===== src/source/rvPipePkg.sv =====
package rvPipePkg;

    typedef logic [31:0] word_t;      // Data and address word
    typedef logic [4:0]  regAddr_t;
    typedef logic [7:0]  btbIdx_t;    // Wide enough for any target buffer size
    typedef logic [7:0]  phtIdx_t;

    typedef enum logic [2:0] {immI, immS, immB, immJ, immU} immSel_e;
    typedef enum logic [2:0] {aluAdd, aluSub, aluAnd, aluOr, aluSlt} aluOp_e;
    typedef enum logic [1:0] {resAlu, resMem, resPcPlus4, resImm} resultSel_e;
    typedef enum logic [1:0] {fwdRegFile, fwdFromMem, fwdFromWb} fwdSel_e;

    // Major opcodes
    localparam logic [6:0] opLoad   = 7'b0000011;
    localparam logic [6:0] opStore  = 7'b0100011;
    localparam logic [6:0] opOp     = 7'b0110011;
    localparam logic [6:0] opImm    = 7'b0010011;
    localparam logic [6:0] opBranch = 7'b1100011;
    localparam logic [6:0] opJal    = 7'b1101111;
    localparam logic [6:0] opLui    = 7'b0110111;

    localparam logic [2:0] f3Beq    = 3'b000;
    localparam logic [2:0] f3Bne    = 3'b001;
    localparam logic [2:0] f3Word   = 3'b010;   // lw and sw
    localparam logic [2:0] f3AddSub = 3'b000;
    localparam logic [2:0] f3Slt    = 3'b010;
    localparam logic [2:0] f3Or     = 3'b110;
    localparam logic [2:0] f3And    = 3'b111;

    typedef struct packed {
        logic       regWrite;
        logic       memWrite;
        resultSel_e resultSel;
        aluOp_e     aluOp;
        logic       aluSrcImm;
        immSel_e    immSel;
        logic       branch;
        logic       branchNe;
        logic       jump;
    } ctrl_t;

    typedef struct packed {
        regAddr_t rs1D;
        regAddr_t rs2D;
        regAddr_t rs1E;
        regAddr_t rs2E;
        regAddr_t rdE;
        logic     loadE;
        regAddr_t rdM;
        logic     regWriteM;
        regAddr_t rdW;
        logic     regWriteW;
        logic     mispredictE;
    } hazardIn_t;

    typedef struct packed {
        logic    stallF;
        logic    stallD;
        logic    flushD;
        logic    flushE;
        fwdSel_e fwdA;
        fwdSel_e fwdB;
    } hazardCtrl_t;

    typedef struct packed {
        logic    btbWe;
        btbIdx_t btbIdx;
        word_t   btbTag;      // PC above the index bits, right aligned
        word_t   btbTarget;
        logic    isJump;
        logic    phtWe;
        phtIdx_t phtIdx;
        logic    taken;
        logic    historyReset;
    } predUpdate_t;

endpackage


===== src/source/regFile.sv =====
`timescale 1ns/1ps

module regFile import rvPipePkg::*; (
    input  logic     clk,
    input  logic     reset,
    input  regAddr_t a1_i,
    input  regAddr_t a2_i,
    input  regAddr_t a3_i,
    input  logic     we3_i,
    input  word_t    wd3_i,
    output word_t    rd1_o,
    output word_t    rd2_o
);

    word_t regs [32];

    // Falling edge write, so decode sees writeback in the same cycle
    always_ff @(negedge clk) begin
        if (reset) begin
            for (int i = 0; i < 32; i++) begin
                regs[i] <= '0;
            end
        end else if (we3_i) begin
            regs[a3_i] <= wd3_i;
        end
    end

    assign rd1_o = (a1_i == '0) ? '0 : regs[a1_i];   // x0 reads as zero
    assign rd2_o = (a2_i == '0) ? '0 : regs[a2_i];

endmodule


===== config.mk =====
export PLATFORM = sky130hd
export DESIGN_NAME = regFile
export DESIGN_NICKNAME = d
export VERILOG_FILES = /design/src/source/rvPipePkg.sv /design/src/source/regFile.sv
export SDC_FILE = /design/constraint.sdc
export NUM_CORES = 2
export LEC_CHECK = 0
export BUFFER_PORTS_ARGS = -buffer_cell sky130_fd_sc_hd__buf_2
export CORE_UTILIZATION = 55
export CTS_BUF_LIST = sky130_fd_sc_hd__clkbuf_4 sky130_fd_sc_hd__clkbuf_8 sky130_fd_sc_hd__clkbuf_16
export DETAILED_ROUTE_END_ITERATION = 10
export GPL_TIMING_DRIVEN = 0
export PLACE_DENSITY = 0.71
export SLEW_MARGIN = 0
export SYNTH_ARGS = -nofsm -noshare
export SYNTH_HDL_FRONTEND = slang
export SYNTH_SLANG_ARGS = --single-unit

===== constraint.sdc =====
create_clock -name clk -period 8.1 [get_ports clk]
set_input_delay 1.62 -clock clk [delete_from_list [all_inputs] [get_ports clk]]
set_output_delay 1.62 -clock clk [all_outputs]
set_load 0.01 [all_outputs]

* After elaboration in Yosys (flattened, before gate mapping) *
Memory sizes are Yosys's and may differ from the RTL's.
Cells that the tools add are included.

operators by class
  mux-type cells = 10
  shift operators = 0
  multipliers = 0
  div/mod/pow operators = 0
  reduce and logical (&&, ||, !) cells = 3
  eq/ne operators = 0
  $lt $le $gt $ge = 0
  add/subtract/negate cells = 0
  bitwise operators = 0

operators with widths
  cell                 count
  32-bit two-way mux   3
  32-bit OR reduction  1
  5-bit logical NOT    2
  1-bit two-way mux    6
  5-bit two-way mux    1

storage, ports and cells
  latch bits = 0
  flip-flop bits (word level) = 0
  memories kept = 1
  RAM bits = 1024
  ROM bits = 0
  input port bits = 50
  output and inout port bits = 64
  logic and storage cells = 14

memory list
  memory  words  width  read ports  clocked after Yosys merged registers in  wr ports  line           source
  regs    32     32     2           0                                        32        regFile.sv:15  word_t regs [32];

* Longest topological paths before layout *
  depth in word-level cells = 5
  gate-level depth with buffers = 9
  mapped depth without buffers = 4

==> run metrics <==
syn avg cell area=15.36 um^2; Max FO, Critical Path=2; asr flop ratio synth=0%; Seq/Total Area, Yosys=56.50%; height of the die=316.6 um; post-route total power=15.57 mW; synth unique cells=38; DRT Wirelength=209000 um; startpoint types=register; critical path required time=6.48 ns; final design utilization=66.95%; cell-internal power=10.57 mW; Final Setup Violations=67; Sw Share=32.10%; Post-DRT Antenna Nets=0; Logic pwr share=11.7%; Post-synth EDFFs=1024; Syn Inst Count=3544; max-slew violation count=93; detailed-route DRC error count=0; final worst slack=-0.3061 ns; H-Tree Depth=3; Worst setup EP type=primary output; initial core utilization=55.38%; layout cell share with drive strength beyond 1=22.84%; Peak VDD IR=0.0001603 V; Detailed Route Iter0 Violations=7136; Clock Pin Slew Worst Setup and Hold Paths=0.04 ns; Post-Synthesis Cell Area=0.05443 mm^2; clock sink total=1024; Flop pwr share=40.7%; row cnt=115; GR Util All Layers=41.44%; predominant post-synthesis flop cell=edfxtp_1; Hold Crit Endpoint=rd2_o[8]; synth warn=0; RSZ-0062 raised after global routing=yes; P_leak=26.72 nW; leading cell types in the layout, fill and taps excluded=inv_1 (1048), and2_1 (1028), edfxtp_1 (1024); clk root buf=clkbuf_16; GP Congestion=1.045; initial antenna violation count=12; Via density=6.665; largest reg by FF count=regs; IO Pins=114; number of flip-flops in the largest register=1024; CTS tree=built; critical path class=register to primary output; Die Footprint=0.1002 mm^2; hold path startpoint=a2_i[4]; Clock power frac=47.6%; largest net degree at the start of global routing=33; DIE WIDTH=316.6 um; IO Port Bufs=107; CTS Buf Count=109; synth-to-layout area growth=20.89%; Syn Nets=3594; sw power=4.997 mW; CTS max path bufs=3; DRT Pass-1 Iters=8; grt total ovfl=0; fill count=6913; max-cap violations=9; PwrDens=236.6 mW/mm^2; final hold vios=0; vias in the first global route=41550; Min-Delay Path Class=input pin to primary output; post-DP HPWL=140600 um; Layout Nets=4850; DR WL/cell=33.79 um; Yosys reg bits=1024; Hold Crit Depth=4; Slew Limit Headroom=-23.08%; first-pass GRT wire length=282800 um; crit path DAT=6.79 ns; setup_tns=-10.11 ns; commonest non-fill, non-tap cell in the layout=inv_1; via count=41240; Worst Setup SP=regs[15][11]; top flop regs=regs (1024); slew of the pin with the lowest slew margin=1.829 ns; failing checks=capacitance limit, slew limit, setup timing; Core Area=0.09828 mm^2; status=finished, violations left
stage by stage:
step	hold slack, ns	area, um^2	std cells	setup slack, ns
6_report	4.236	65790	6187	-0.3061
5_1_grt	4.239	65780	6181	-0.2941
4_1_cts	4.205	65300	6171	-0.2144
3_5_place_dp	4.172	56580	4939	-0.4848
3_3_place_gp	4.174	56570	4938	-0.4853
2_1_floorplan	3.582	54430	3544	0.8468
cell usage after synthesis, drive strengths merged (37+ instances only):
master,count,area (um^2)
edfxtp,1024,30750
mux4,470,10590
a211oi,43,322.8
nor3,52,260.3
a22o,48,420.4
mux2,37,416.7
buf,116,731.9
mux2i,152,1521
nor2,38,142.6
and2,1028,6431
clkbuf,271,1017
o22ai,82,513.0
power by group through the flow:
stage | combinational [mW] | clock [mW] | sequential (mW)
2_1_floorplan | 0.951 | 0.748 | 6.31
3_3_place_gp | 1.56 | 0.748 | 6.37
3_5_place_dp | 1.58 | 0.748 | 6.38
4_1_cts | 1.69 | 7.38 | 6.32
5_1_grt | 1.82 | 7.96 | 6.34
6_report | 1.82 | 7.42 | 6.33
worst max-delay path by stage:
| stage | cells after the start | end | slack (ns) |
|---|---|---|---|
| floorplan | 3 | regs[11][0] | 0.85 |
| global placement | 4 | regs[19][6] | -0.49 |
| detailed placement | 5 | regs[9][4] | -0.48 |
| CTS | 5 | rd1_o[15] | -0.21 |
| global route | 5 | rd2_o[11] | -0.29 |
| finish | 5 | rd2_o[11] | -0.31 |
routing by layer:
layer  global-route usage [%]  share of wire (%)  wire length, um  up-vias
met2                    60.43                 45            93360     3889
met4                    27.35                6.2            13000       10
met3                    16.34                 15            32320      713
li1                         -                  -                -    16250
met5                   0.8996              0.088              183        -
met1                    51.35                 34            70170    20380
worst max-delay path: stages (launching register included):
cell and delay, ns:
edfxtp_1 0.37, mux4_2 0.49, a22o_4 0.31, a2111oi_4 0.51, nor3_4 0.12, buf_2 0.20
cell families after synthesis:
family | after synthesis | synth area share, %
and+or+nand+nor | 1210 | 13.60
AOI/OAI and AO/OA | 262 | 3.660
buffers and inverters | 389 | 3.228
muxes | 659 | 23.01
DFF | 1024 | 56.50
final cells by class:
cell class              count  area, um^2  area share [%]
repair buffers            122       648.1          0.9851
multi-input cells        2131       23480           35.69
flip-flops and latches   1024       30750           46.74
well taps                1287        1610           2.447
clock inverters          1114        4726           7.183
plain buffers             387        1752           2.662
diodes                      9       22.52         0.03423
clock buffers             112        2803           4.260
inverters                   1       3.754        0.005705
timing repair:
action,4_1_cts,5_1_grt
hold buffers,0,0
pin swaps,49,34
endpoints found under the hold margin,0,0
gates resized for setup,207,67
buffers inserted,8,7
setup endpoints to repair,64,64
Note: power is estimated with default switching activity, not from simulation.
