**src/source/rvPipePkg.sv**
```systemverilog
package rvPipePkg;

    typedef logic [31:0] word_t;      // Data and address word
    typedef logic [4:0]  regAddr_t;
    typedef logic [7:0]  btbIdx_t;    // Wide enough for any target buffer size
    typedef logic [7:0]  phtIdx_t;

    typedef enum logic [2:0] {immI, immS, immB, immJ, immU} immSel_e;
    typedef enum logic [2:0] {aluAdd, aluSub, aluAnd, aluOr, aluSlt} aluOp_e;
    typedef enum logic [1:0] {resAlu, resMem, resPcPlus4, resImm} resultSel_e;
    typedef enum logic [1:0] {fwdRegFile, fwdFromMem, fwdFromWb} fwdSel_e;

    // Major opcodes
    localparam logic [6:0] opLoad   = 7'b0000011;
    localparam logic [6:0] opStore  = 7'b0100011;
    localparam logic [6:0] opOp     = 7'b0110011;
    localparam logic [6:0] opImm    = 7'b0010011;
    localparam logic [6:0] opBranch = 7'b1100011;
    localparam logic [6:0] opJal    = 7'b1101111;
    localparam logic [6:0] opLui    = 7'b0110111;

    localparam logic [2:0] f3Beq    = 3'b000;
    localparam logic [2:0] f3Bne    = 3'b001;
    localparam logic [2:0] f3Word   = 3'b010;   // lw and sw
    localparam logic [2:0] f3AddSub = 3'b000;
    localparam logic [2:0] f3Slt    = 3'b010;
    localparam logic [2:0] f3Or     = 3'b110;
    localparam logic [2:0] f3And    = 3'b111;

    typedef struct packed {
        logic       regWrite;
        logic       memWrite;
        resultSel_e resultSel;
        aluOp_e     aluOp;
        logic       aluSrcImm;
        immSel_e    immSel;
        logic       branch;
        logic       branchNe;
        logic       jump;
    } ctrl_t;

    typedef struct packed {
        regAddr_t rs1D;
        regAddr_t rs2D;
        regAddr_t rs1E;
        regAddr_t rs2E;
        regAddr_t rdE;
        logic     loadE;
        regAddr_t rdM;
        logic     regWriteM;
        regAddr_t rdW;
        logic     regWriteW;
        logic     mispredictE;
    } hazardIn_t;

    typedef struct packed {
        logic    stallF;
        logic    stallD;
        logic    flushD;
        logic    flushE;
        fwdSel_e fwdA;
        fwdSel_e fwdB;
    } hazardCtrl_t;

    typedef struct packed {
        logic    btbWe;
        btbIdx_t btbIdx;
        word_t   btbTag;      // PC above the index bits, right aligned
        word_t   btbTarget;
        logic    isJump;
        logic    phtWe;
        phtIdx_t phtIdx;
        logic    taken;
        logic    historyReset;
    } predUpdate_t;

endpackage

```
**src/source/hazardUnit.sv**
```systemverilog
`timescale 1ns/1ps

module hazardUnit import rvPipePkg::*; (
    input  hazardIn_t   hazIn_i,
    output hazardCtrl_t hazCtrl_o
);

    logic loadUse;

    // Memory stage wins over writeback and x0 is never forwarded
    function automatic fwdSel_e pickFwd(input regAddr_t rs, input hazardIn_t h);
        if (rs != '0 && rs == h.rdM && h.regWriteM) begin
            return fwdFromMem;
        end else if (rs != '0 && rs == h.rdW && h.regWriteW) begin
            return fwdFromWb;
        end
        return fwdRegFile;
    endfunction

    always_comb begin
        loadUse = hazIn_i.loadE && hazIn_i.rdE != '0 &&
                  (hazIn_i.rdE == hazIn_i.rs1D || hazIn_i.rdE == hazIn_i.rs2D);

        hazCtrl_o.fwdA = pickFwd(hazIn_i.rs1E, hazIn_i);
        hazCtrl_o.fwdB = pickFwd(hazIn_i.rs2E, hazIn_i);

        // A redirect wins since the instruction waiting in decode is wrong path
        hazCtrl_o.stallF = loadUse && !hazIn_i.mispredictE;
        hazCtrl_o.stallD = loadUse && !hazIn_i.mispredictE;
        hazCtrl_o.flushD = hazIn_i.mispredictE;
        hazCtrl_o.flushE = loadUse || hazIn_i.mispredictE;

        // A load never redirects so a load-use stall never meets a redirect flush
        assert final (!(hazIn_i.loadE && hazIn_i.mispredictE))
            else $error("load in execute reported a misprediction");
    end

endmodule

```
**config.mk**
```make
export PLATFORM = sky130hd
export DESIGN_NAME = hazardUnit
export DESIGN_NICKNAME = d
export VERILOG_FILES = /design/src/source/rvPipePkg.sv /design/src/source/hazardUnit.sv
export SDC_FILE = /design/constraint.sdc
export NUM_CORES = 1
export LEC_CHECK = 0
export BUFFER_PORTS_ARGS = -buffer_cell sky130_fd_sc_hd__clkbuf_2
export CAP_MARGIN = 20
export CORE_AREA = 2 2 39 41
export DETAILED_ROUTE_END_ITERATION = 8
export DIE_AREA = 0 0 41 43
export GPL_TIMING_DRIVEN = 0
export PLACE_DENSITY = 0.87
export SYNTH_ARGS = -nofsm -noshare
export SYNTH_HDL_FRONTEND = slang
export SYNTH_SLANG_ARGS = --single-unit
```
**constraint.sdc**
```tcl
create_clock -name vclk -period 1.7
set_clock_uncertainty 0.1 [all_clocks]
set_input_delay 0.34 -clock vclk [all_inputs]
set_output_delay 0.34 -clock vclk [all_outputs]
set_load 0.03 [all_outputs]
```
**Word level (Yosys, flattened, before mapping)**

Index checks and enable logic that the tools add are counted.
W data, S select, Z words.

- Register bits after elaboration: 0
- Output and inout bits: 8
- Logic and storage cells: 33

- Equal/unequal tests: 6
- Muxes and demuxes: 10
- Reductions and logical operators: 17

Operators with widths:

| kind | number |
|---|---|
| $eq A5 B5 Y1 | 6 |
| $reduce_bool A5 Y1 | 3 |
| $mux W2 | 6 |
| $logic_and A1 B1 Y1 | 11 |
| $mux W1 | 4 |
| $logic_or A1 B1 Y1 | 2 |
| $logic_not A1 Y1 | 1 |

**Longest topological paths before layout**

- Depth after elaboration: 6
- Depth in mapped cells: 5
- Gate-level depth less buffers: 4

**Worst setup path before layout**

OpenSTA, ideal clock, no wires.

- Kind: input port to output port
- Start: in hazIn_i[17] (netlist name)
- End: out hazCtrl_o[7] (netlist name)
- Arrival: 1,810 ps
- Setup slack: -550 ps
- Cell stages on the path: 5
- Path buffers: 1
- Cell sequence: xor2_1 > nor3_1 > a22oi_1 > nor3_1 > buf_4

RTL lines:

| what | RTL line | RTL |
|---|---|---|
| from (decl) | hazardUnit.sv:4 | `input hazardIn_t hazIn_i,` |
| to (decl) | hazardUnit.sv:5 | `output hazardCtrl_t hazCtrl_o` |

==> impl_metrics.toml <==
[sta]
tightestPinTransition_ns = 0.3007
layout_setup_ws_ns = -0.3413
report.final.slew_viol_count = 0
slew-limit-headroom_pct = 79.80
post-route-min-period_ns = 2.041
setup_viol = 7
rsz0062_at_grt = "true"
fin_crit_sh_pct = 120.1
hold_violations = 0
max_freq_mhz = 489.9

[critical_path]
cp_data_arrival_time_ns = 1.60
path_class = "in -> out"
critPathMaxStageDelay_ns = 0.53
required_ns = 1.26
crit_path_frequent_cell = "nor4_4"
startpoint = "hazIn_i[25]"
path_cells = "buf_8 -> or4_4 -> nor2_4 -> nor4_4 -> nor4_4 -> clkbuf_8"
cp-start-kind = "primary input"
path_max_fanout = 2
slowest_stage = "or4_4"
crit_family = "simple AND/OR/NAND/NOR gates"
crit_buf_inv = 2
critPathCaptureType = "output port"

[grt]
grt.total_usage_pct = 20.48
grt_max_degree = 4
antenna_found_initial = 0
grt-ovfl-total = 0
grt_pass1_wl_mm = 2.559
grt_pass1_vias = 598

[finish]
drive_gt1_share_pct = 67.26
final_common_cell = "clkbuf_2"
areaGrowthSynthToFinish_pct = 128.3
register_area_um2 = 0
final_net_count = 154
design.seq.count = 0
n_antenna_cell = 0
n_clock_buffer = 0
layout_common_cells = "31 x clkbuf_2, 16 x xnor2_1, 13 x xor2_1"
stdcell_count = 129

[hold_path]
hold_path.startpoint = "hazIn_i[0]"
hold_path_class = "in -> out"

[detailed_routing]
viasPerCell = 4.977
vias = 642
initialDrtViolationCount = 13
ant_nets = 0
drc_errors = 0
wl_per_cell_um = 15.60
wl_mm = 2.012
drtPass1Iterations = 4

[power_and_ir_drop]
power_density_mw_per_mm2 = 242.6
leakagePower_nw = 0.4495
peakVddDrop_v = 0.0001190
finalPower_mw = 0.2522

[synthesis]
syn-cell-area_um2 = 455.4
ys_seq_area_share_pct = 0
syn_avg_cell_area_um2 = 8.281
yosysWarnings = 0
syn_nets = 94
synthDistinctLibCells = 14
syn_inst = 55

[floorplan]
dieArea_mm2 = 0.001763
floorplan.initialDensity_pct = 32.91
core_area_mm2 = 0.001384
io_pins = 47
die_h_um = 43
die_width_um = 41
rows = 14

[run]
cap_violations = 0

[outcome]
status = "finished, violations left"
violations = "setup timing"

[place]
dp_cells = 118
dp_hpwl_mm = 1.325
gp_congestion = 0.8317
io_buffers = 47

[cts]
ctsHoldBuffers = 0
layout make-up:
class	instances	area [um2]
plain buffers	2	15.01
fillers	90	344.1
multi-input cells	53	535.5
well taps	16	20.02
repair buffers	58	469.2
per-stage QoR:
stage / util, % / hold WS [ns] / cell area [um2] / TNS (ns) / worst slack [ns]
2_1_floorplan: - / 0.6524 / 499.2 / -0.8844 / -0.3090
3_3_place_gp: 54.52 / 0.9145 / 754.5 / -1.821 / -0.4114
3_5_place_dp: 54.52 / 0.9222 / 754.5 / -1.960 / -0.4461
4_1_cts: 66.37 / 0.9051 / 918.4 / -1.741 / -0.3882
5_1_grt: 75.14 / 0.9429 / 1040 / -1.844 / -0.3848
6_report: 75.14 / 0.9242 / 1040 / -1.617 / -0.3413
cell usage after synthesis:
cell type,n,share of area [%]
a22oi_1,1,1.6
buf_4,2,3.3
nand2_1,2,1.6
nand4_1,4,5.5
nor2_1,2,1.6
nor2_4,2,4.9
nor3_1,3,3.3
nor4_2,4,11
o21ai_0,1,1.1
o21bai_1,1,1.6
or4_1,1,1.6
or4_4,2,4.9
xnor2_1,16,31
xor2_1,14,27
final timing paths:
path	end	slack, ns	depth (start not counted)
setup / recovery	hazCtrl_o[3]	-0.34	6
hold / removal	hazCtrl_o[6]	0.92	3
report_power, final:
group	switching, mW	internal [mW]
Clock	0	0
Sequential	0	0
Combinational	0.119	0.133
routing by layer:
layer	vias to the layer above	GRT usage, %	wire length (um)
met5	-	0	0
met4	0	6.667	76
met3	10	1.047	64
met2	19	38.13	1163
met1	303	22.47	707
li1	310	-	-
repair_timing:
action / CTS / global route
setup endpoints to repair: 7 / 7
pin swaps: 6 / 11
setup buffers: 6 / 5
resized for setup: 22 / 31
logic make-up after synthesis:
| family | share of synthesized area [%] |
|---|---|
| buffers and inverters | 3.296 |
| AND/OR/NAND/NOR | 34.62 |
| AO/OA/AOI/OAI | 4.396 |
| XOR/XNOR | 57.69 |
No activity file was read; power rests on OpenSTA's default activity.
