## src/source/rvPipePkg.sv

```systemverilog
package rvPipePkg;

    typedef logic [31:0] word_t;      // Data and address word
    typedef logic [4:0]  regAddr_t;
    typedef logic [7:0]  btbIdx_t;    // Wide enough for any target buffer size
    typedef logic [7:0]  phtIdx_t;

    typedef enum logic [2:0] {immI, immS, immB, immJ, immU} immSel_e;
    typedef enum logic [2:0] {aluAdd, aluSub, aluAnd, aluOr, aluSlt} aluOp_e;
    typedef enum logic [1:0] {resAlu, resMem, resPcPlus4, resImm} resultSel_e;
    typedef enum logic [1:0] {fwdRegFile, fwdFromMem, fwdFromWb} fwdSel_e;

    // Major opcodes
    localparam logic [6:0] opLoad   = 7'b0000011;
    localparam logic [6:0] opStore  = 7'b0100011;
    localparam logic [6:0] opOp     = 7'b0110011;
    localparam logic [6:0] opImm    = 7'b0010011;
    localparam logic [6:0] opBranch = 7'b1100011;
    localparam logic [6:0] opJal    = 7'b1101111;
    localparam logic [6:0] opLui    = 7'b0110111;

    localparam logic [2:0] f3Beq    = 3'b000;
    localparam logic [2:0] f3Bne    = 3'b001;
    localparam logic [2:0] f3Word   = 3'b010;   // lw and sw
    localparam logic [2:0] f3AddSub = 3'b000;
    localparam logic [2:0] f3Slt    = 3'b010;
    localparam logic [2:0] f3Or     = 3'b110;
    localparam logic [2:0] f3And    = 3'b111;

    typedef struct packed {
        logic       regWrite;
        logic       memWrite;
        resultSel_e resultSel;
        aluOp_e     aluOp;
        logic       aluSrcImm;
        immSel_e    immSel;
        logic       branch;
        logic       branchNe;
        logic       jump;
    } ctrl_t;

    typedef struct packed {
        regAddr_t rs1D;
        regAddr_t rs2D;
        regAddr_t rs1E;
        regAddr_t rs2E;
        regAddr_t rdE;
        logic     loadE;
        regAddr_t rdM;
        logic     regWriteM;
        regAddr_t rdW;
        logic     regWriteW;
        logic     mispredictE;
    } hazardIn_t;

    typedef struct packed {
        logic    stallF;
        logic    stallD;
        logic    flushD;
        logic    flushE;
        fwdSel_e fwdA;
        fwdSel_e fwdB;
    } hazardCtrl_t;

    typedef struct packed {
        logic    btbWe;
        btbIdx_t btbIdx;
        word_t   btbTag;      // PC above the index bits, right aligned
        word_t   btbTarget;
        logic    isJump;
        logic    phtWe;
        phtIdx_t phtIdx;
        logic    taken;
        logic    historyReset;
    } predUpdate_t;

endpackage

```

## src/source/instrDecoder.sv

```systemverilog
`timescale 1ns/1ps

module instrDecoder import rvPipePkg::*; (
    input  word_t instr_i,
    output ctrl_t ctrl_o
);

    logic [6:0] opcode;
    logic [2:0] funct3;
    logic       funct7b5;
    logic       aluValid;
    aluOp_e     aluOp;

    assign opcode   = instr_i[6:0];
    assign funct3   = instr_i[14:12];
    assign funct7b5 = instr_i[30];

    // ALU decode shared by op and op-imm
    always_comb begin
        aluValid = 1'b1;
        case (funct3)
            f3AddSub: aluOp = (funct7b5 && opcode == opOp) ? aluSub : aluAdd;
            f3Slt:    aluOp = aluSlt;
            f3Or:     aluOp = aluOr;
            f3And:    aluOp = aluAnd;
            default: begin
                aluOp    = aluAdd;
                aluValid = 1'b0;
            end
        endcase
    end

    always_comb begin
        ctrl_o = '0;    // Bubble unless recognized
        case (opcode)
            opImm: if (aluValid) begin
                ctrl_o.regWrite  = 1'b1;
                ctrl_o.aluOp     = aluOp;
                ctrl_o.aluSrcImm = 1'b1;
            end
            opOp: if (aluValid) begin
                ctrl_o.regWrite = 1'b1;
                ctrl_o.aluOp    = aluOp;
            end
            opLoad: if (funct3 == f3Word) begin
                ctrl_o.regWrite  = 1'b1;
                ctrl_o.resultSel = resMem;
                ctrl_o.aluSrcImm = 1'b1;
            end
            opStore: if (funct3 == f3Word) begin
                ctrl_o.memWrite  = 1'b1;
                ctrl_o.aluSrcImm = 1'b1;
                ctrl_o.immSel    = immS;
            end
            opBranch: if (funct3 == f3Beq || funct3 == f3Bne) begin
                ctrl_o.branch   = 1'b1;
                ctrl_o.branchNe = (funct3 == f3Bne);
                ctrl_o.immSel   = immB;
            end
            opJal: begin
                ctrl_o.regWrite  = 1'b1;
                ctrl_o.resultSel = resPcPlus4;   // Link value
                ctrl_o.jump      = 1'b1;
                ctrl_o.immSel    = immJ;
            end
            opLui: begin
                ctrl_o.regWrite  = 1'b1;
                ctrl_o.resultSel = resImm;
                ctrl_o.immSel    = immU;
            end
            default: ;
        endcase
    end

endmodule

```

## config.mk

```make
export PLATFORM = sky130hd
export DESIGN_NAME = instrDecoder
export DESIGN_NICKNAME = d
export VERILOG_FILES = /design/src/source/rvPipePkg.sv /design/src/source/instrDecoder.sv
export SDC_FILE = /design/constraint.sdc
export NUM_CORES = 1
export LEC_CHECK = 0
export BUFFER_PORTS_ARGS = -buffer_cell sky130_fd_sc_hd__buf_2
export CORE_AREA = 8 8 45 47
export DETAILED_ROUTE_END_ITERATION = 16
export DIE_AREA = 0 0 53 55
export PLACE_DENSITY = 0.58
export SYNTH_ARGS = -nofsm -noshare
export SYNTH_HDL_FRONTEND = slang
export SYNTH_SLANG_ARGS = --single-unit
export TNS_END_PERCENT = 10
```

## constraint.sdc

```tcl
create_clock -name vclk -period 1.65
set_clock_uncertainty 0.2 [all_clocks]
set_input_delay 0.165 -clock vclk [all_inputs]
set_output_delay 0.165 -clock vclk [all_outputs]
set_load 0.02 [all_outputs]
```

[Word-level counts from Yosys, hierarchy flattened]
Index checks and enable logic that the tools add are counted.
Cells by class
  equal/unequal tests: 11
  multiplexer cells: 18
  reduce and logical (&&, ||, !) cells: 6
Operators with widths (count)
  $pmux 3 s4: 2
  $eq 7x6->1 const B: 3
  $eq 7x7->1 const B: 2
  $mux 4: 3
  $eq 7x2->1 const B: 1
  $eq 7x5->1 const B: 1
  $mux 1: 7
  $eq 3x3->1 const B: 2
  $pmux 1 s3: 2
  $pmux 2 s3: 1
  $pmux 3 s2: 1
  $reduce_or 2->1: 2
  $reduce_or 4->1: 1
  $eq 3x1->1 const B: 1
  $eq 3x2->1 const B: 1
  $logic_not 3->1: 1
  $mux 3: 1
  $mux 2: 1
  $logic_and 1x1->1: 1
  $logic_or 1x1->1: 1
Word-level totals
  register bits: 0

[Longest topological paths before layout]
  depth in word-level cells: 6
  mapped depth: 4

[Worst setup path before layout]
OpenSTA, ideal clock, no wires.
  kind: input to output
  start: input port instr_i[14]
  end: output port ctrl_o[10] (netlist name)
  arrival: 1443 ps
  required time: 1285 ps
  slack: -158 ps
  stages: 3
  path through: or3b_1 > or4b_4 > o21ai_1
RTL lines
  from (decl): RTL line instrDecoder.sv:4  | input word_t instr_i,
  to (decl): RTL line instrDecoder.sv:5  | output ctrl_t ctrl_o

==> metrics.txt <==
# TYPE chip_impl_metric gauge
chip_impl_info{name="outcome",value="finished, violations left"} 1
chip_impl_info{name="failing_checks",value="setup timing"} 1
chip_impl_metric{name="max_clock_freq",unit="GHz"} 0.523
chip_impl_metric{name="num-nets-final",unit=""} 96
chip_impl_metric{name="critPathBufInv",unit=""} 2
chip_impl_metric{name="dieArea",unit="um2"} 2920
chip_impl_metric{name="grt_pass1_vias",unit=""} 306
chip_impl_metric{name="globalRoute.totalOverflow",unit=""} 0
chip_impl_metric{name="via_per_inst",unit=""} 4.36
chip_impl_metric{name="global_route_wire_length_before_repair",unit="um"} 1320
chip_impl_metric{name="area_growth_syn_to_layout",unit="%"} 140
chip_impl_metric{name="drt_pre_antenna_iters",unit=""} 3
chip_impl_metric{name="detail_route.drc_violations",unit=""} 0
chip_impl_metric{name="floorplan.die.height",unit="um"} 55
chip_impl_info{name="element_type_at_the_critical_path_end",value="output pin"} 1
chip_impl_metric{name="finalWirelength",unit="um"} 943
chip_impl_metric{name="synth_simple_gate_area_frac",unit=""} 0.711
chip_impl_metric{name="layout.area.seq",unit="um2"} 0
chip_impl_metric{name="syn_inst",unit=""} 29
chip_impl_info{name="hold_path_class",value="primary input to output pin"} 1
chip_impl_metric{name="place_area",unit="um2"} 405
chip_impl_metric{name="static-leakage-power",unit="uW"} 0.000260
chip_impl_metric{name="port_buffers",unit=""} 25
chip_impl_metric{name="groute.usage.overall",unit=""} 0.0567
chip_impl_metric{name="setup_viol_count_final",unit=""} 5
chip_impl_metric{name="ant_nets",unit=""} 0
chip_impl_metric{name="synth-compound-area-share",unit=""} 0.228
chip_impl_info{name="timing.critical_path.slowest_stage_cell",value="or4b_4"} 1
chip_impl_metric{name="met1Wirelength",unit="um"} 322
chip_impl_metric{name="number_of_flip_flops_and_latches",unit=""} 0
chip_impl_metric{name="delay_of_the_slowest_cell_on_the_worst_path",unit="ps"} 550
chip_impl_metric{name="maximum_number_of_pins_on_one_net_before_global_route_repair",unit=""} 6
chip_impl_metric{name="critPathMaxFanout",unit=""} 5
chip_impl_metric{name="powerDensity",unit="nW/um2"} 127
chip_impl_metric{name="yosys-mux-area-fraction",unit=""} 0
chip_impl_info{name="highest-signal-layer",value="met3"} 1
chip_impl_metric{name="drive_above_1_share",unit=""} 0.629
chip_impl_metric{name="ios",unit=""} 46
chip_impl_info{name="critical_path.top_delay_family",value="simple AND/OR/NAND/NOR gates"} 1
chip_impl_metric{name="n_fill_cell",unit=""} 153
chip_impl_metric{name="synth_area_per_cell",unit="um2"} 6.43
chip_impl_metric{name="critPathArrivalTime",unit="ps"} 1550
chip_impl_metric{name="core_area",unit="um2"} 1380
chip_impl_metric{name="synth-xor-area-share",unit=""} 0
chip_impl_metric{name="clock_buffer_count",unit=""} 0
chip_impl_info{name="critPathMostFrequentCell",value="buf_6"} 1
chip_impl_metric{name="timing.final.crit_period",unit="ps"} 1910
chip_impl_metric{name="route.vias.total",unit=""} 340
chip_impl_info{name="worst_setup_path_start_kind",value="primary input"} 1
chip_impl_metric{name="holdBufCountCts",unit=""} 0
chip_impl_metric{name="drt-wirelength-per-cell",unit="um"} 12.1
chip_impl_metric{name="post-route-worst-setup-slack",unit="ps"} -262
chip_impl_metric{name="total_power",unit="uW"} 56.9
chip_impl_metric{name="finalHoldViolations",unit=""} 0
chip_impl_metric{name="syn-cell-area",unit="um2"} 186
chip_impl_metric{name="postSynthNetCount",unit=""} 61
chip_impl_info{name="worstPathCellList",value="buf_6, or3b_4, or4b_4, o2111ai_4, buf_6"} 1
chip_impl_metric{name="report.final.slew_viol_count",unit=""} 0
chip_impl_metric{name="drt_iter0_drc",unit=""} 6
chip_impl_metric{name="ys_types",unit=""} 21
chip_impl_metric{name="initial_core_util",unit=""} 0.135
chip_impl_metric{name="power.ir.vdd_worst",unit="uV"} 33.7
chip_impl_metric{name="worst_ep_required_time",unit="ps"} 1280
chip_impl_metric{name="post-route-util",unit=""} 0.323
chip_impl_metric{name="synthesized_area_fraction_occupied_by_adder_cells",unit=""} 0
chip_impl_info{name="unrepaired_setup_endpoints_after_global_routing",value="yes"} 1
chip_impl_metric{name="route.met3.wl",unit="um"} 98
chip_impl_metric{name="holdWs",unit="ps"} 501
chip_impl_metric{name="worst_slew_pin_slew",unit="ps"} 324
chip_impl_metric{name="place_congestion",unit=""} 0.819
chip_impl_metric{name="final_area",unit="um2"} 447
chip_impl_info{name="timing.setup.critical_path_class",value="primary input to output pin"} 1
chip_impl_metric{name="maxCapViolCount",unit=""} 0
chip_impl_metric{name="final_total_negative_setup_slack",unit="ps"} -982
chip_impl_metric{name="ys.warnings.count",unit=""} 0
chip_impl_metric{name="met2RoutedLength",unit="um"} 522
chip_impl_metric{name="cell_rows",unit=""} 14
chip_impl_metric{name="sequential_area_share_after_synthesis",unit=""} 0
chip_impl_info{name="synth_top_family_by_area",value="simple AND/OR/NAND/NOR gates"} 1
chip_impl_metric{name="slew_headroom",unit=""} 0.783
chip_impl_metric{name="fp.dieW",unit="um"} 53
chip_impl_metric{name="antenna-diode-count",unit=""} 0
chip_impl_metric{name="final.period_utilization",unit=""} 1.16
chip_impl_metric{name="antenna_found_initial",unit=""} 0
[cell type report]
cell class	instances	area (um2)	area share
repair buffers	33	216	0.485
multi-input cells	26	199	0.445
well taps	16	20.0	0.0448
inverters	3	11.3	0.0252
[Yosys cell counts, drive strengths merged]
master / number / area share
or4b: 1 / 0.074
and4b: 1 / 0.054
or2: 1 / 0.034
o2111ai: 1 / 0.081
nor3: 1 / 0.027
nor3b: 1 / 0.040
or3: 1 / 0.034
and3: 1 / 0.034
or3b: 2 / 0.094
o21ai: 3 / 0.081
nor2b: 1 / 0.034
and2: 2 / 0.067
nand4: 1 / 0.034
nor2: 3 / 0.060
nand2: 3 / 0.060
inv: 2 / 0.040
o211ai: 1 / 0.040
clkinv: 1 / 0.020
and4bb: 1 / 0.067
a21oi: 1 / 0.027
[cells in the final DEF, fill, tap and decap left out, types with 2 or more instances in the layout]
| cell | instances |
|---|---|
| buf_6 | 5 |
| nor2_1 | 2 |
| nand2_1 | 3 |
| o21ai_2 | 2 |
| buf_2 | 20 |
| buf_4 | 8 |
| inv_1 | 2 |
| and2_1 | 2 |
[where the power goes]
| group | total [uW] | switching (uW) | leakage [uW] | internal [uW] |
|---|---|---|---|---|
| Clock | 0 | 0 | 0 | 0 |
| Combinational | 56.9 | 24.9 | 0.000260 | 31.9 |
| Sequential | 0 | 0 | 0 | 0 |
[metal layers]
metal	GRT usage	vias to the layer above
met5	0	-
li1	-	175
met3	0.0187	0
met1	0.0513	155
met2	0.119	10
met4	0.00862	0
[path summary, 6_finish.rpt]
path,endpoint,slack [ps],depth (start not counted),start
min,ctrl_o[7],500,4,instr_i[12]
max,ctrl_o[13],-260,5,instr_i[12]
[metrics by stage]
step	instances	worst slack, ps
global placement	77	-320
detailed placement	77	-335
finish	78	-262
floorplan	29	-81.9
global route	78	-310
CTS	78	-297
[cell families after synthesis]
kind of cell           after synthesis
AND/OR/NAND/NOR                     20
AO/OA/AOI/OAI                        6
buffers and inverters                3
[repair_timing]
| action | 4_1_cts | 5_1_grt |
|---|---|---|
| endpoints found under the setup margin | 5 | 6 |
| gates cloned | 0 | 0 |
| pin swaps | 3 | 1 |
| setup buffers | 1 | 0 |
| gates resized for setup | 10 | 0 |
No activity file was read; power rests on OpenSTA's default activity.
