**config.mk**
```make
export PLATFORM = sky130hd
export DESIGN_NAME = branchPredictor
export DESIGN_NICKNAME = d
export VERILOG_FILES = /design/src/source/rvPipePkg.sv /design/src/source/branchPredictor.sv
export SDC_FILE = /design/constraint.sdc
export NUM_CORES = 2
export LEC_CHECK = 0
export ABC_AREA = 1
export BUFFER_PORTS_ARGS = -buffer_cell sky130_fd_sc_hd__buf_2
export CELL_PAD_IN_SITES_DETAIL_PLACEMENT = 1
export CELL_PAD_IN_SITES_GLOBAL_PLACEMENT = 2
export CORE_MARGIN = 2
export CORE_UTILIZATION = 30
export DETAILED_ROUTE_END_ITERATION = 10
export PLACE_DENSITY_LB_ADDON = 0.1
export SKIP_LAST_GASP = 1
export SLEW_MARGIN = 20
export SYNTH_ARGS = -nofsm -noshare
export SYNTH_HDL_FRONTEND = slang
export SYNTH_SLANG_ARGS = --single-unit
```
**constraint.sdc**
```tcl
create_clock -name clk -period 5.6 [get_ports clk]
set_clock_uncertainty 0.2 [all_clocks]
set_input_delay 1.12 -clock clk [delete_from_list [all_inputs] [get_ports clk]]
set_output_delay 1.12 -clock clk [all_outputs]
set_load 0.01 [all_outputs]
```
**src/source/rvPipePkg.sv**
```systemverilog
package rvPipePkg;

    typedef logic [31:0] word_t;      // Data and address word
    typedef logic [4:0]  regAddr_t;
    typedef logic [7:0]  btbIdx_t;    // Wide enough for any target buffer size
    typedef logic [7:0]  phtIdx_t;

    typedef enum logic [2:0] {immI, immS, immB, immJ, immU} immSel_e;
    typedef enum logic [2:0] {aluAdd, aluSub, aluAnd, aluOr, aluSlt} aluOp_e;
    typedef enum logic [1:0] {resAlu, resMem, resPcPlus4, resImm} resultSel_e;
    typedef enum logic [1:0] {fwdRegFile, fwdFromMem, fwdFromWb} fwdSel_e;

    // Major opcodes
    localparam logic [6:0] opLoad   = 7'b0000011;
    localparam logic [6:0] opStore  = 7'b0100011;
    localparam logic [6:0] opOp     = 7'b0110011;
    localparam logic [6:0] opImm    = 7'b0010011;
    localparam logic [6:0] opBranch = 7'b1100011;
    localparam logic [6:0] opJal    = 7'b1101111;
    localparam logic [6:0] opLui    = 7'b0110111;

    localparam logic [2:0] f3Beq    = 3'b000;
    localparam logic [2:0] f3Bne    = 3'b001;
    localparam logic [2:0] f3Word   = 3'b010;   // lw and sw
    localparam logic [2:0] f3AddSub = 3'b000;
    localparam logic [2:0] f3Slt    = 3'b010;
    localparam logic [2:0] f3Or     = 3'b110;
    localparam logic [2:0] f3And    = 3'b111;

    typedef struct packed {
        logic       regWrite;
        logic       memWrite;
        resultSel_e resultSel;
        aluOp_e     aluOp;
        logic       aluSrcImm;
        immSel_e    immSel;
        logic       branch;
        logic       branchNe;
        logic       jump;
    } ctrl_t;

    typedef struct packed {
        regAddr_t rs1D;
        regAddr_t rs2D;
        regAddr_t rs1E;
        regAddr_t rs2E;
        regAddr_t rdE;
        logic     loadE;
        regAddr_t rdM;
        logic     regWriteM;
        regAddr_t rdW;
        logic     regWriteW;
        logic     mispredictE;
    } hazardIn_t;

    typedef struct packed {
        logic    stallF;
        logic    stallD;
        logic    flushD;
        logic    flushE;
        fwdSel_e fwdA;
        fwdSel_e fwdB;
    } hazardCtrl_t;

    typedef struct packed {
        logic    btbWe;
        btbIdx_t btbIdx;
        word_t   btbTag;      // PC above the index bits, right aligned
        word_t   btbTarget;
        logic    isJump;
        logic    phtWe;
        phtIdx_t phtIdx;
        logic    taken;
        logic    historyReset;
    } predUpdate_t;

endpackage

```
**src/source/branchPredictor.sv**
```systemverilog
`timescale 1ns/1ps

module branchPredictor import rvPipePkg::*; #(
    parameter int btbEntries = 32,
    parameter int ghrBits    = 3
) (
    input  logic               clk,
    input  logic               reset,
    input  word_t              pcF_i,
    output logic               predTaken_o,
    output word_t              predTarget_o,
    output logic [ghrBits-1:0] phtIdx_o,
    input  predUpdate_t        upd_i
);

    localparam int idxBits  = $clog2(btbEntries);
    localparam int tagBits  = 30 - idxBits;
    localparam int phtDepth = 2 ** ghrBits;

    logic               btbValid  [btbEntries];
    logic               btbJump   [btbEntries];
    logic [tagBits-1:0] btbTag    [btbEntries];
    word_t              btbTarget [btbEntries];
    logic [1:0]         pht       [phtDepth];
    logic [ghrBits-1:0] ghr;

    logic [idxBits-1:0] idxF;
    logic [idxBits-1:0] idxU;
    logic [tagBits-1:0] tagF;
    logic [ghrBits-1:0] phtU;
    logic               hitF;

    assign idxF = pcF_i[idxBits+1:2];
    assign tagF = pcF_i[31:idxBits+2];
    assign idxU = upd_i.btbIdx[idxBits-1:0];
    assign phtU = upd_i.phtIdx[ghrBits-1:0];
    assign hitF = btbValid[idxF] && (btbTag[idxF] == tagF);

    // Counter upper bit means 2 or 3
    assign predTaken_o  = hitF && (btbJump[idxF] || pht[ghr][1]);
    assign predTarget_o = btbTarget[idxF];
    assign phtIdx_o     = ghr;

    always_ff @(posedge clk) begin
        if (reset) begin
            for (int i = 0; i < btbEntries; i++) begin
                btbValid[i] <= 1'b0;
                btbJump[i]  <= 1'b0;
            end
        end else if (upd_i.btbWe) begin
            btbValid[idxU] <= 1'b1;
            btbJump[idxU]  <= upd_i.isJump;
        end
    end

    always_ff @(posedge clk) begin
        if (upd_i.btbWe) begin
            btbTag[idxU]    <= upd_i.btbTag[tagBits-1:0];
            btbTarget[idxU] <= upd_i.btbTarget;
        end
    end

    // Saturating counters and outcome history
    always_ff @(posedge clk) begin
        if (reset) begin
            for (int i = 0; i < phtDepth; i++) begin
                pht[i] <= 2'b01;   // Weakly not taken
            end
            ghr <= '0;
        end else begin
            if (upd_i.phtWe) begin
                if (upd_i.taken && pht[phtU] != 2'b11) begin
                    pht[phtU] <= pht[phtU] + 2'd1;
                end else if (!upd_i.taken && pht[phtU] != 2'b00) begin
                    pht[phtU] <= pht[phtU] - 2'd1;
                end
            end
            if (upd_i.historyReset) begin
                ghr <= '0;
            end else if (upd_i.phtWe) begin
                ghr <= {ghr[ghrBits-2:0], upd_i.taken};
            end
        end
    end

    assert property (@(posedge clk) disable iff (reset) upd_i.btbWe |-> !$isunknown(upd_i.btbIdx))
        else $error("target buffer write with unknown index");

endmodule

```
After elaboration in Yosys (flattened, before gate mapping)
Memory sizes are Yosys's and may differ from the RTL's. A register that Yosys moved wholly into a read port is not among the register bits.
Cells that the tools add are included.
{"block": "classes", "reduce_logical": 11, "bitwise_logic": 1, "mux": 27, "n_eq_ne": 2, "n_addsub": 2}
{"op": "$eq A25 B25 Y1", "n": 1}
{"op": "$mux W1", "n": 20}
{"op": "$mux W5", "n": 2}
{"op": "$mux W3", "n": 3}
{"op": "$logic_and A1 B1 Y1", "n": 4}
{"op": "$mux W2", "n": 2}
{"op": "$reduce_or A2 Y1", "n": 2}
{"op": "$add A2 B1 Y2 const B", "n": 1}
{"op": "$ne A2 B2 Y1 const B", "n": 1}
{"op": "$reduce_bool A2 Y1", "n": 1}
{"op": "$reduce_or A1 Y1", "n": 2}
{"op": "$sub A2 B1 Y2 const B", "n": 1}
{"op": "$logic_not A1 Y1", "n": 1}
{"op": "$logic_or A1 B1 Y1", "n": 1}
{"op": "$or A1 B1 Y1", "n": 1}
{"block": "word_totals", "out_inout_bits": 36, "input_bits": 119, "mem_bits_rw": 1904, "word_cells": 49, "mem_count": 5, "ff_bits": 3}
{"name": "btbTarget", "words": 32, "word_bits": 32, "read_ports": 1, "rd_ports_with_merged_regs": 0, "wr": 1, "line_no": "branchPredictor.sv:23", "source": "word_t btbTarget [btbEntries];"}
{"name": "btbTag", "words": 32, "word_bits": 25, "read_ports": 1, "rd_ports_with_merged_regs": 0, "wr": 1, "line_no": "branchPredictor.sv:22", "source": "logic [tagBits-1:0] btbTag [btbEntries];"}
{"name": "btbJump", "words": 32, "word_bits": 1, "read_ports": 1, "rd_ports_with_merged_regs": 0, "wr": 32, "line_no": "branchPredictor.sv:21", "source": "logic btbJump [btbEntries];"}
{"name": "btbValid", "words": 32, "word_bits": 1, "read_ports": 1, "rd_ports_with_merged_regs": 0, "wr": 32, "line_no": "branchPredictor.sv:20", "source": "logic btbValid [btbEntries];"}
{"name": "pht", "words": 8, "word_bits": 2, "read_ports": 2, "rd_ports_with_merged_regs": 1, "wr": 8, "line_no": "branchPredictor.sv:24", "source": "logic [1:0] pht [phtDepth];"}

Logic depth before layout (Yosys ltp)
An unclocked memory read counts as a cell.
{"block": "logic_depth", "depth_word": 11, "mapped_depth": 18, "mapped_depth_nobuf": 15}

Least setup slack after synthesis
Ideal clock, no wire load.
{"block": "synth_path", "path_type": "input to register", "startpoint": "in upd_i[76] (netlist bit)", "endpoint": "mem btbJump[12] (enable)", "n_path_buf": 0, "path_slack_ns": 0.814, "setup_time_ns": 0.303, "arrival_time_ns": 4.283, "path_stages": 5, "path_cell_list": "inv_1 -> nand3_1 -> nor2_1 -> inv_1 -> nand2_1"}
{"element": "from (decl)", "line_no": "branchPredictor.sv:13", "source": "input predUpdate_t upd_i"}
{"element": "to (decl)", "line_no": "branchPredictor.sv:21"}

Worst setup path after layout
{"block": "layout_path", "startpoint": "in pcF_i[2]", "endpoint": "out predTaken_o"}
{"block": "layout_via", "elab_chain_cells": 4}
{"element": "from (decl)", "line_no": "branchPredictor.sv:9", "source": "input word_t pcF_i,"}
{"element": "$mem_v2 Z32 W25"}
{"element": "$eq A25 B25 Y1", "line_no": "branchPredictor.sv:37", "source": "assign hitF = btbValid[idxF] && (btbTag[idxF] == tagF);"}
{"element": "$logic_and A1 B1 Y1", "line_no": "branchPredictor.sv:37"}
{"element": "$logic_and A1 B1 Y1 *", "line_no": "branchPredictor.sv:40", "source": "assign predTaken_o = hitF && (btbJump[idxF] || pht[ghr][1]);"}
{"element": "to (decl)", "line_no": "branchPredictor.sv:10", "source": "output logic predTaken_o,"}
Mark *: on every way between the ends. The rest lies on a longest branch, timed or not.

==> flow_metrics.tcl <==
set metrics [dict create \
    holdCritPathClass "reg2reg" \
    numCtsBuffers 219 \
    wl_per_cell_microns 28.43 \
    post_synth_inst_count 6078 \
    cts_max_path_buffers 3 \
    status "complete, no violations" \
    type_of_the_worst_setup_path "in2out" \
    number_of_nets_in_the_finished_design 6350 \
    postSynth.asyncResetShare 0 \
    die_h_microns 509.3 \
    total_global_routing_track_utilization 0.2123 \
    total_die_area_sq_um 259400 \
    synth_edf_count 1872 \
    cts_tree "done" \
    placedCellCount 9376 \
    globalRoute.totalOverflow 0 \
    dp_worst_setup_slack_ns 0.2859 \
    timing.critical_path.mode_cell "nand2_1" \
    cell_area_synth_sq_um 76590 \
    finalCritPeriodShare 0.9425 \
    crit_chain "buf_8 > clkinv_16 > buf_12 > nand2_1 > nand3_1 > nand3_1 > nand2_1 > nand2_1 > nand3_1 > nand3b_1 > nand2_1 > nor2_1 > nand2_1 > nor2_1 > nand2_1 > nor2_2 > buf_2" \
    hold_viol 0 \
    postCtsResizedCells 0 \
    power.density_cell_area_nw_per_um2 356.8 \
    synthToLayoutAreaGrowth_pct 16.44 \
    initial_core_util 0.3016 \
    vias_in_the_first_global_route 51090 \
    yosys.cell_types.count 39 \
    tightestPinTransition_ns 1.091 \
    coreArea_sq_um 253900 \
    finalMaxSlewViolations 0 \
    final_cell_mix "edfxtp_1 (1872), nand2_1 (1207), nand3_1 (786)" \
    wirelength_mm 278.3 \
    vdd_drop_max_mv 0.2861 \
    slowest_stage_delay_cp_ns 0.34 \
    crit_path_top_delay_cell "nor2_1" \
    clk_latency_ns 0.87 \
    gp_congestion 0.7240 \
    cell_type_group_with_the_largest_total_delay_on_the_critical_path "simple AND/OR/NAND/NOR gates" \
    total_leakage_power_uw 0.02976 \
    critPathRequiredTime_ns 4.28 \
    cts_setup_buffers 0 \
    crit_path_end_kind "output port" \
    worst_setup_hold_path_clk_slew_ns 0.06 \
    dr_total_vias 50120 \
    grt_first_pass_wirelength_mm 391.8 \
    timing.critical_path.fanout_max 74 \
    cts_hold_buf 0 \
    startpoint_type "input pin" \
    fin_worst_hold_slack_ns 0.2577 \
    pre_antenna_drt_iters 5 \
    via_per_inst 5.120 \
    worst_ep_arrival_time_ns 3.96 \
    worst_slack_ns 0.3217 \
    core.rowCount 185 \
    mostFrequentLayoutCell "edfxtp_1" \
    setup_total_neg_slack_ns 0 \
    ys_seq_area_frac 0.7439 \
    yosysWarningCount 0 \
    drive_gt1_frac 0.1085 \
    drt-initial-drc-count 3699 \
    post-route-drc-count 0 \
    avgSynthCellArea_sq_um 12.60 \
    htreeDepth 4 \
    setup-violations-final 0 \
    maxClockFrequency_mhz 189.5 \
    io_pins 155 \
    synth_top_flop_cell "edfxtp_1" \
    critical_path.n_buffers_inverters 4 \
    fp.dieW_microns 509.3 \
    cts_num_sinks 1910 \
    relative_slew_margins 0.2711 \
    cap_violations 0 \
    numPortBuffers 137 \
    final_cells 9790 \
    hpwl_mm 142.8 \
    initial_antenna_violation_count 37 \
    grt_setup_unrepaired "false" \
    clockRootBuffer "clkbuf_16" \
    grt_max_degree 155 \
    syn-num-nets 6197 \
    finalWorstPathRequiredPeriod_ns 5.278 \
    ant_nets 0 \
    ys_seq_elements 1910 \
]
## where the power goes
group | switching, uW | internal (uW) | leakage, uW
combinational | 1500 | 541 | 0.00926
clock | 6060 | 7800 | 0.00332
sequential | 40.1 | 15900 | 0.0172
## metal layers
layer / up-vias / global-route usage / part of all wire
li1: 22500 / - / -
met2: 931 / 0.3555 / 0.48
met3: 357 / 0.02713 / 0.035
met4: 10 / 0.05382 / 0.022
met1: 26320 / 0.2907 / 0.46
met5: - / 0 / 0.00025
## stage by stage
| step | utilization | cell area [sq um] | total power (uW) |
|---|---|---|---|
| after floorplan | - | 76590 | 17290 |
| after global placement | 0.3239 | 82250 | 18280 |
| after detailed placement | 0.3240 | 82280 | 18300 |
| after CTS | 0.3511 | 89150 | 32240 |
| after global routing | 0.3511 | 89160 | 32930 |
| final | 0.3512 | 89180 | 31820 |
## layout make-up
type | instances | area (sq um)
repair buffers | 347 | 3435
fillers | 26670 | 164700
diodes | 12 | 30.03
inverters | 114 | 479.2
well taps | 3366 | 4212
multi-input cells | 3639 | 17180
clock buffers | 286 | 5753
flip-flops and latches | 1910 | 56970
clock inverters | 116 | 1119
## logic make-up after synthesis
| logic type | after synthesis | share of synthesized area |
|---|---|---|
| and+or+nand+nor | 2716 | 0.1477 |
| AOI/OAI and AO/OA | 923 | 0.07341 |
| DFF | 1910 | 0.7439 |
| buffers and inverters | 529 | 0.03498 |
## worst paths after layout
check / start / end / slack, ns / cells after the start
max: pcF_i[2] / predTaken_o / 0.32 / 17
min: btbValid[30]$_DFF_P_ / btbValid[30]$_DFF_P_ / 0.26 / 2
max reg2reg: pht[0][0]$_SDFFCE_PN1P_ / pht[2][1]$_SDFFCE_PN0P_ / 3.48 / 8
min reg2reg: btbValid[30]$_DFF_P_ / btbValid[30]$_DFF_P_ / 0.26 / 2
## sequential cells by signal (all words and copies together) (netlist names), named ones only
register / count
btbTarget: 1024
btbTag: 800
btbJump: 32
btbValid: 32
pht: 16
phtIdx_o: 3
## synth_stat cells, types with 27 or more instances
cell | n | area [sq um]
o221ai_1 | 196 | 1717
buf_1 | 27 | 101.4
buf_6 | 50 | 563.0
dfxtp_1 | 38 | 760.7
buf_2 | 163 | 815.8
nand3_1 | 786 | 3934
inv_1 | 105 | 394.1
clkbuf_1 | 148 | 555.5
o21ai_0 | 539 | 2698
a21oi_1 | 31 | 155.2
edfxtp_1 | 1872 | 56210
nor2_1 | 687 | 2579
o22ai_1 | 61 | 381.6
nand2_1 | 1207 | 4531
a31oi_1 | 32 | 200.2
## tightest hold or removal path: stages, from the launching register on
cell	delay, ns
dfxtp_1	0.29
inv_1	0.06
a21oi_1	0.06
Note: power is estimated with default switching activity, not from simulation.
